### config.mk
export PLATFORM = sky130hd
export DESIGN_NAME = width_fifo
export DESIGN_NICKNAME = d
export VERILOG_FILES = /design/src/verilog/fifo_pkg.sv /design/src/verilog/store_if.sv /design/src/verilog/width_fifo.sv /design/src/verilog/fifo_status.sv /design/src/verilog/lane_reader.sv /design/src/verilog/word_store.sv /design/src/verilog/word_writer.sv
export SDC_FILE = /design/constraint.sdc
export NUM_CORES = 1
export LEC_CHECK = 0
export ABC_AREA = 1
export BUFFER_PORTS_ARGS = -buffer_cell sky130_fd_sc_hd__clkbuf_2
export CORE_UTILIZATION = 45
export DETAILED_ROUTE_END_ITERATION = 10
export GPL_TIMING_DRIVEN = 0
export HOLD_SLACK_MARGIN = 0.02
export SLEW_MARGIN = 15
export SYNTH_ARGS = -nofsm -noshare
export SYNTH_HDL_FRONTEND = slang
export SYNTH_SLANG_ARGS = --single-unit
### constraint.sdc
create_clock -name clock -period 6.9 [get_ports clock]
set_input_delay 0 -clock clock [delete_from_list [all_inputs] [get_ports clock]]
set_output_delay 0 -clock clock [all_outputs]
set_load 0.03 [all_outputs]
### src/verilog/fifo_pkg.sv
package fifo_pkg;

    // write side word and read side lane
    localparam int WORD_WIDTH = 32;
    localparam int LANE_WIDTH = 8;

    // lanes per word, lane 0 sits in the least significant bits
    localparam int LANES          = WORD_WIDTH / LANE_WIDTH;
    localparam int LANE_SEL_WIDTH = $clog2(LANES);

    // storage depth in words
    localparam int DEPTH      = 16;
    localparam int ADDR_WIDTH = $clog2(DEPTH);

    // word pointer carries one extra wrap bit
    localparam int WPTR_WIDTH = ADDR_WIDTH + 1;

    // read pointer counts lanes, so the lane select sits below the word pointer
    localparam int RPTR_WIDTH = WPTR_WIDTH + LANE_SEL_WIDTH;

    // total lanes the FIFO can hold
    localparam int LANE_CAPACITY = DEPTH * LANES;

    // programmable flag thresholds, in read side lanes
    localparam int PROG_FULL_THRESH  = 48;
    localparam int PROG_EMPTY_THRESH = 8;

    // reader FSM
    // IDLE means no word is held, HOLD means the memory output holds the head word
    typedef enum logic {
        IDLE = 1'b0,
        HOLD = 1'b1
    } reader_state_t;

endpackage
### src/verilog/store_if.sv
`timescale 1ns/1ps

interface store_if;

    import fifo_pkg::*;

    // write port
    logic                  wr_en;
    logic [ADDR_WIDTH-1:0] wr_addr;
    logic [WORD_WIDTH-1:0] wr_data;

    // read port, rd_data is registered inside the store
    logic                  rd_en;
    logic [ADDR_WIDTH-1:0] rd_addr;
    logic [WORD_WIDTH-1:0] rd_data;

    modport writer (
        output wr_en, wr_addr, wr_data
    );

    modport reader (
        output rd_en, rd_addr,
        input  rd_data
    );

    modport store (
        input  wr_en, wr_addr, wr_data, rd_en, rd_addr,
        output rd_data
    );

endinterface

### src/verilog/width_fifo.sv
`timescale 1ns/1ps

module width_fifo (
    input  logic                            clock,
    input  logic                            sys_rst,
    input  logic                            wr_en,
    output logic                            wr_ready,
    input  logic [fifo_pkg::WORD_WIDTH-1:0] din,
    input  logic                            rd_en,
    output logic                            valid,
    output logic [fifo_pkg::LANE_WIDTH-1:0] dout,
    output logic                            full,
    output logic                            empty,
    output logic [fifo_pkg::WPTR_WIDTH-1:0] wr_data_count,
    output logic [fifo_pkg::WPTR_WIDTH-1:0] wr_data_space,
    output logic [fifo_pkg::RPTR_WIDTH-1:0] rd_data_count,
    output logic [fifo_pkg::RPTR_WIDTH-1:0] rd_data_space,
    output logic                            almost_full,
    output logic                            almost_empty,
    output logic                            prog_full,
    output logic                            prog_empty,
    output logic                            overflow,
    output logic                            underflow,
    output logic                            wr_ack
);

    import fifo_pkg::*;

    logic [WPTR_WIDTH-1:0] wr_ptr;
    logic [RPTR_WIDTH-1:0] rd_ptr;
    logic [WPTR_WIDTH-1:0] word_count;

    store_if mem_bus ();

    assign wr_ready = ~full;

    word_writer u_writer (
        .clock    (clock),
        .sys_rst  (sys_rst),
        .wr_en    (wr_en),
        .din      (din),
        .full     (full),
        .wr_ack   (wr_ack),
        .overflow (overflow),
        .wr_ptr   (wr_ptr),
        .mem      (mem_bus.writer)
    );

    word_store u_store (
        .clock (clock),
        .mem   (mem_bus.store)
    );

    lane_reader u_reader (
        .clock      (clock),
        .sys_rst    (sys_rst),
        .rd_en      (rd_en),
        .word_count (word_count),
        .valid      (valid),
        .underflow  (underflow),
        .dout       (dout),
        .rd_ptr     (rd_ptr),
        .mem        (mem_bus.reader)
    );

    // flags and counts straight from the two pointers
    fifo_status u_status (
        .wr_ptr        (wr_ptr),
        .rd_ptr        (rd_ptr),
        .word_count    (word_count),
        .full          (full),
        .empty         (empty),
        .wr_data_count (wr_data_count),
        .wr_data_space (wr_data_space),
        .rd_data_count (rd_data_count),
        .rd_data_space (rd_data_space),
        .almost_full   (almost_full),
        .almost_empty  (almost_empty),
        .prog_full     (prog_full),
        .prog_empty    (prog_empty)
    );

endmodule

### src/verilog/fifo_status.sv
`timescale 1ns/1ps

module fifo_status (
    input  logic [fifo_pkg::WPTR_WIDTH-1:0] wr_ptr,
    input  logic [fifo_pkg::RPTR_WIDTH-1:0] rd_ptr,
    output logic [fifo_pkg::WPTR_WIDTH-1:0] word_count,
    output logic                            full,
    output logic                            empty,
    output logic [fifo_pkg::WPTR_WIDTH-1:0] wr_data_count,
    output logic [fifo_pkg::WPTR_WIDTH-1:0] wr_data_space,
    output logic [fifo_pkg::RPTR_WIDTH-1:0] rd_data_count,
    output logic [fifo_pkg::RPTR_WIDTH-1:0] rd_data_space,
    output logic                            almost_full,
    output logic                            almost_empty,
    output logic                            prog_full,
    output logic                            prog_empty
);

    import fifo_pkg::*;

    logic [WPTR_WIDTH-1:0] rd_word_ptr;
    logic [RPTR_WIDTH-1:0] lanes_taken;

    // a word is released only once its last lane has gone
    assign rd_word_ptr = rd_ptr[RPTR_WIDTH-1:LANE_SEL_WIDTH];
    assign lanes_taken = RPTR_WIDTH'(rd_ptr[LANE_SEL_WIDTH-1:0]);

    // wrap bit makes the difference come out right across the wrap
    assign word_count    = wr_ptr - rd_word_ptr;
    assign wr_data_count = word_count;
    assign wr_data_space = WPTR_WIDTH'(DEPTH) - word_count;

    // lanes still to read, less those already taken from the head word
    assign rd_data_count = RPTR_WIDTH'(word_count * LANES) - lanes_taken;
    assign rd_data_space = RPTR_WIDTH'(LANE_CAPACITY) - rd_data_count;

    assign full        = (word_count == WPTR_WIDTH'(DEPTH));
    assign empty       = (word_count == '0);
    assign almost_full = (word_count == WPTR_WIDTH'(DEPTH - 1));

    // lane based flags
    assign almost_empty = (rd_data_count == RPTR_WIDTH'(1));
    assign prog_full    = (rd_data_count >= RPTR_WIDTH'(PROG_FULL_THRESH));
    assign prog_empty   = (rd_data_count <= RPTR_WIDTH'(PROG_EMPTY_THRESH));

endmodule

### src/verilog/lane_reader.sv
`timescale 1ns/1ps

module lane_reader (
    input  logic                            clock,
    input  logic                            sys_rst,
    input  logic                            rd_en,
    input  logic [fifo_pkg::WPTR_WIDTH-1:0] word_count,
    output logic                            valid,
    output logic                            underflow,
    output logic [fifo_pkg::LANE_WIDTH-1:0] dout,
    output logic [fifo_pkg::RPTR_WIDTH-1:0] rd_ptr,
    store_if.reader                         mem
);

    import fifo_pkg::*;

    reader_state_t                 state;
    reader_state_t                 state_next;
    logic [LANE_SEL_WIDTH-1:0]     lane_sel;
    logic [ADDR_WIDTH-1:0]         head_addr;
    logic                          consume;
    logic                          last_lane;

    // lane select and head word address both come out of the lane pointer
    assign lane_sel  = rd_ptr[LANE_SEL_WIDTH-1:0];
    assign head_addr = rd_ptr[LANE_SEL_WIDTH +: ADDR_WIDTH];

    assign valid     = (state == HOLD);
    assign consume   = rd_en & valid;
    assign last_lane = (lane_sel == LANE_SEL_WIDTH'(LANES - 1));

    // lane 0 is the least significant lane of the held word
    assign dout = mem.rd_data[lane_sel * LANE_WIDTH +: LANE_WIDTH];

    always_comb begin
        state_next  = state;
        mem.rd_en   = 1'b0;
        mem.rd_addr = head_addr;
        case (state)
            IDLE: begin
                // prefetch the head word as soon as one is stored
                if (word_count != '0) begin
                    mem.rd_en  = 1'b1;
                    state_next = HOLD;
                end
            end
            HOLD: begin
                if (consume && last_lane) begin
                    // the held word still counts, so a second one must exist
                    if (word_count > WPTR_WIDTH'(1)) begin
                        mem.rd_en   = 1'b1;
                        mem.rd_addr = head_addr + ADDR_WIDTH'(1);
                    end else begin
                        state_next = IDLE;
                    end
                end
            end
            default: state_next = IDLE;
        endcase
    end

    always_ff @(posedge clock or negedge sys_rst) begin
        if (!sys_rst) begin
            state     <= IDLE;
            rd_ptr    <= '0;
            underflow <= 1'b0;
        end else begin
            state     <= state_next;
            underflow <= rd_en & ~valid;
            if (consume) begin
                rd_ptr <= rd_ptr + RPTR_WIDTH'(1);
            end
        end
    end

endmodule

### src/verilog/word_store.sv
`timescale 1ns/1ps

module word_store (
    input  logic   clock,
    store_if.store mem
);

    import fifo_pkg::*;

    logic [WORD_WIDTH-1:0] ram [DEPTH];

    // write port
    always_ff @(posedge clock) begin
        if (mem.wr_en) begin
            ram[mem.wr_addr] <= mem.wr_data;
        end
    end

    // read port
    // output keeps the last word fetched, which makes it the FWFT hold register
    always_ff @(posedge clock) begin
        if (mem.rd_en) begin
            mem.rd_data <= ram[mem.rd_addr];
        end
    end

endmodule

### src/verilog/word_writer.sv
`timescale 1ns/1ps

module word_writer (
    input  logic                            clock,
    input  logic                            sys_rst,
    input  logic                            wr_en,
    input  logic [fifo_pkg::WORD_WIDTH-1:0] din,
    input  logic                            full,
    output logic                            wr_ack,
    output logic                            overflow,
    output logic [fifo_pkg::WPTR_WIDTH-1:0] wr_ptr,
    store_if.writer                         mem
);

    import fifo_pkg::*;

    // a strobe is taken only while there is room
    assign wr_ack = wr_en & ~full;

    // memory write port follows the low pointer bits
    assign mem.wr_en   = wr_ack;
    assign mem.wr_addr = wr_ptr[ADDR_WIDTH-1:0];
    assign mem.wr_data = din;

    // word pointer, wrap bit on top
    always_ff @(posedge clock or negedge sys_rst) begin
        if (!sys_rst) begin
            wr_ptr <= '0;
        end else if (wr_ack) begin
            wr_ptr <= wr_ptr + WPTR_WIDTH'(1);
        end
    end

    // rejected strobe shows up one cycle later
    always_ff @(posedge clock or negedge sys_rst) begin
        if (!sys_rst) begin
            overflow <= 1'b0;
        end else begin
            overflow <= wr_en & full;
        end
    end

endmodule

==> run metrics <==
outcome=finished, final reports clean; Core Rows=86; H-Tree Level Count=2; global route overflow=0; DRC Markers=0; Vert. Die Dim=237.6 um; Post-Place Cells=about 3,300; io pins=between 70 and 80; Initial Utilization=0.4544; Worst setup EP type=flop; crit path DAT=~4.5 ns; Power, Total=15.02 mW; Synth Flop Type=edfxtp_1; setup TNS=0 ns; clock skew=0.01403 ns; Die Width=237.6 um; final wirelength=approximately 74,000 um; worst min path class=input port to flop; Final Critical Period=4.137 ns; met2 wire length=~35,000 um; Reg power frac=0.298; Vias=between 15,000 and 20,000; met3 wire len=5784 um; Final #Nets=2,659; setup bufs post-CTS=0; count of pins over their slew limit=0; MaxCap Viol Count=0; critical path class=flop to flop; Die ar.=between 50,000 and 60,000 um^2; Longest Clk Path Bufs=3; Core Box Area=54,990 um^2; Layout area overhead=16.94%; Power per Cell Area=514.2 nW/um^2; Pint=a little over 8 mW; n_diodes=0; Comb power frac=0.492; Final period util=0.5996; drt first pass iters=6; Hold Buf Count CTS=36; clk sinks=559; initial antenna violation count=0; Num CTS Buffers=57; VDD IR-drop max=~650 uV; Antenna Nets Post-Route=0; Yosys cell types=29; highest clock rate=0.2417 GHz; Routed wire per std cell=around 22 um; Req. time, crit path=7.25 ns; gr usage total=0.2652; Hold Vio Cnt, Final=0; startpoint types=flop; Met1 Wirelength=around 31,000 um; cell with the most instances after synthesis=nand3_1; Clk pwr share=0.210; CTS tree=done; Net Sw Frac=0.4600; Final Setup Violations=0; clock latency on the worst-skew pair=0.63 ns; P_sw=6.910 mW; Avg Cell Area, Syn=around 10 um^2; number of synthesized flops with an enable pin=544; Post-Syn Instances=2,408; RePlAce Congestion=0.9099; initial DRC count=2,100; largest net degree at the start of global routing=21; via/cell ratio=5.280; Synth area leader=edfxtp_1; hpwl dp=50,500 um; share of cells above drive strength 1=0.1084; FF+latch count, synth=559; RSZ-0062 raised after global routing=no; Worst R2R Setup Slack=between 2 and 3 ns; Post-synth top cells=621 x nand3_1, 545 x inv_1, 544 x edfxtp_1; Top Metal Used=met4; post-synthesis async set-or-reset flop share=0.02683; Post-Synthesis Cell Area=24,990 um^2; wire length of the first global-routing pass=108,900 um; IO Port Bufs=78; final hold slack=0.1686 ns; Layout Cells excl Fill=3,395; number of gates resized after CTS=0; top cells by area, synth=edfxtp_1 65%, nand3_1 12%, inv_1 8.2%, nand2_1 6.3%, dfrtp_1 1.5%; vias in the first global route=17,158; LEAKAGE=12.60 nW; measured slew at the worst slew-check pin=1.032 ns; root buffer cell=clkbuf_16; Clock transition at path regs=0.07 ns; largest fanout on the critical path=10; Post-Syn Nets=2,464; Fill cells=between 4,000 and 5,000; Yosys top cell area share=0.6538; Seq/Total Area, Yosys=0.6688; Synth Warn #=0; Relative slew margins=0.3118
critical path, cell delays in order (launching register included):
cell and delay (ns):
dfrtp_1 0.40, inv_1 0.12, ha_1 0.23, fa_1 0.60
inv_1 0.11, o21bai_1 0.24, nand4_4 0.21, nand2_4 0.17
nand2_2 0.27, nand2_2 0.23, clkbuf_1 0.62, nand2_1 0.11
nand3_1 0.12, nand3_1 0.10, nand3_1 0.16, nand2_1 0.16
area by class of cell:
cell class,count,area (um^2),area share
tap,748,935.9,0.03203
timing repair buffer,136,1289,0.04411
clock inverter,33,380.4,0.01302
inverter,548,2057,0.07040
clock buffer,70,1495,0.05117
multi-input combinational,1176,5738,0.1964
buffer,125,611.8,0.02094
sequential,559,16710,0.5719
state kept, by name, summed over array words and instances (netlist names):
| register | cells |
|---|---|
| u_reader.rd_ptr | 7 |
| u_reader.valid | 1 |
| u_store.ram | 512 |
| u_writer.overflow | 1 |
| u_store.mem.rd_data | 32 |
| u_reader.underflow | 1 |
| u_writer.wr_ptr | 5 |
cell usage in the layout (no fill, tap or decap), drive strengths merged, types with 4 or more instances in the layout:
cell type | synthesis | final
edfxtp | 544 | 544
nor3 | 4 | 4
clkbuf | 41 | 189
nand3 | 623 | 623
o21ai | 21 | 21
dfrtp | 15 | 15
nor2 | 40 | 40
clkinv | 1 | 21
inv | 547 | 551
a21oi | 6 | 6
o22ai | 8 | 8
nand2 | 426 | 426
dlygate4sd3 | 0 | 36
ha | 19 | 19
xor2 | 19 | 19
bufinv | 0 | 8
buf | 84 | 106
cells by family (layout without fill, tap and decap cells):
kind of cell               Yosys count  in the layout  share of synthesized area
and+or+nand+nor                   1098           1098                     0.1986
buffers and inverters              673            912                     0.1068
DFF                                559            559                     0.6688
AOI/OAI and AO/OA                   36             36                   0.007712
xor gates and xnor gates            22             22                   0.007712
adders and majority gates           20             20                    0.01032
worst paths after layout:
check	from	to	depth (start not counted)
worst min register to register	u_writer.wr_ptr[4]$_DFFE_PN0P_	u_writer.wr_ptr[4]$_DFFE_PN0P_	1
worst min-delay path	wr_en	u_writer.overflow$_DFF_PN0_	4
min in group asynchronous	sys_rst	u_writer.overflow$_DFF_PN0_	3
worst max register to register	u_writer.wr_ptr[0]$_DFFE_PN0P_	u_store.mem.rd_data[7]$_DFFE_PP_	15
max in group asynchronous	sys_rst	u_reader.rd_ptr[1]$_DFFE_PN0P_	3
worst max-delay path	u_writer.wr_ptr[0]$_DFFE_PN0P_	u_store.mem.rd_data[7]$_DFFE_PP_	15
per-stage QoR:
step / setup WS (ns) / util / cell area [um^2]
6_report: 2.763 / 0.5314 / 29220
5_1_grt: 2.512 / 0.5314 / 29220
4_1_cts: 2.794 / 0.5314 / 29220
3_5_place_dp: 2.811 / 0.4907 / 26980
3_3_place_gp: 0.7465 / 0.4785 / 26310
2_1_floorplan: 2.229 / - / 24990
per-layer routing:
| layer | track usage | up-vias |
|---|---|---|
| li1 | - | 8276 |
| met1 | 0.3615 | 8629 |
| met2 | 0.4305 | 859 |
| met3 | 0.03379 | 163 |
| met4 | 0.1091 | 0 |
| met5 | 0 | - |
power groups by stage:
stage	Sequential, mW	Combinational, mW	Clock [mW]
final	4.47	7.39	3.15
after global routing	4.50	7.91	3.30
after floorplan	4.51	4.52	0
after detailed placement	4.54	7.28	0
after global placement	4.58	7.00	0
after CTS	4.47	7.32	3.18
No activity file was read; power rests on OpenSTA's default activity.
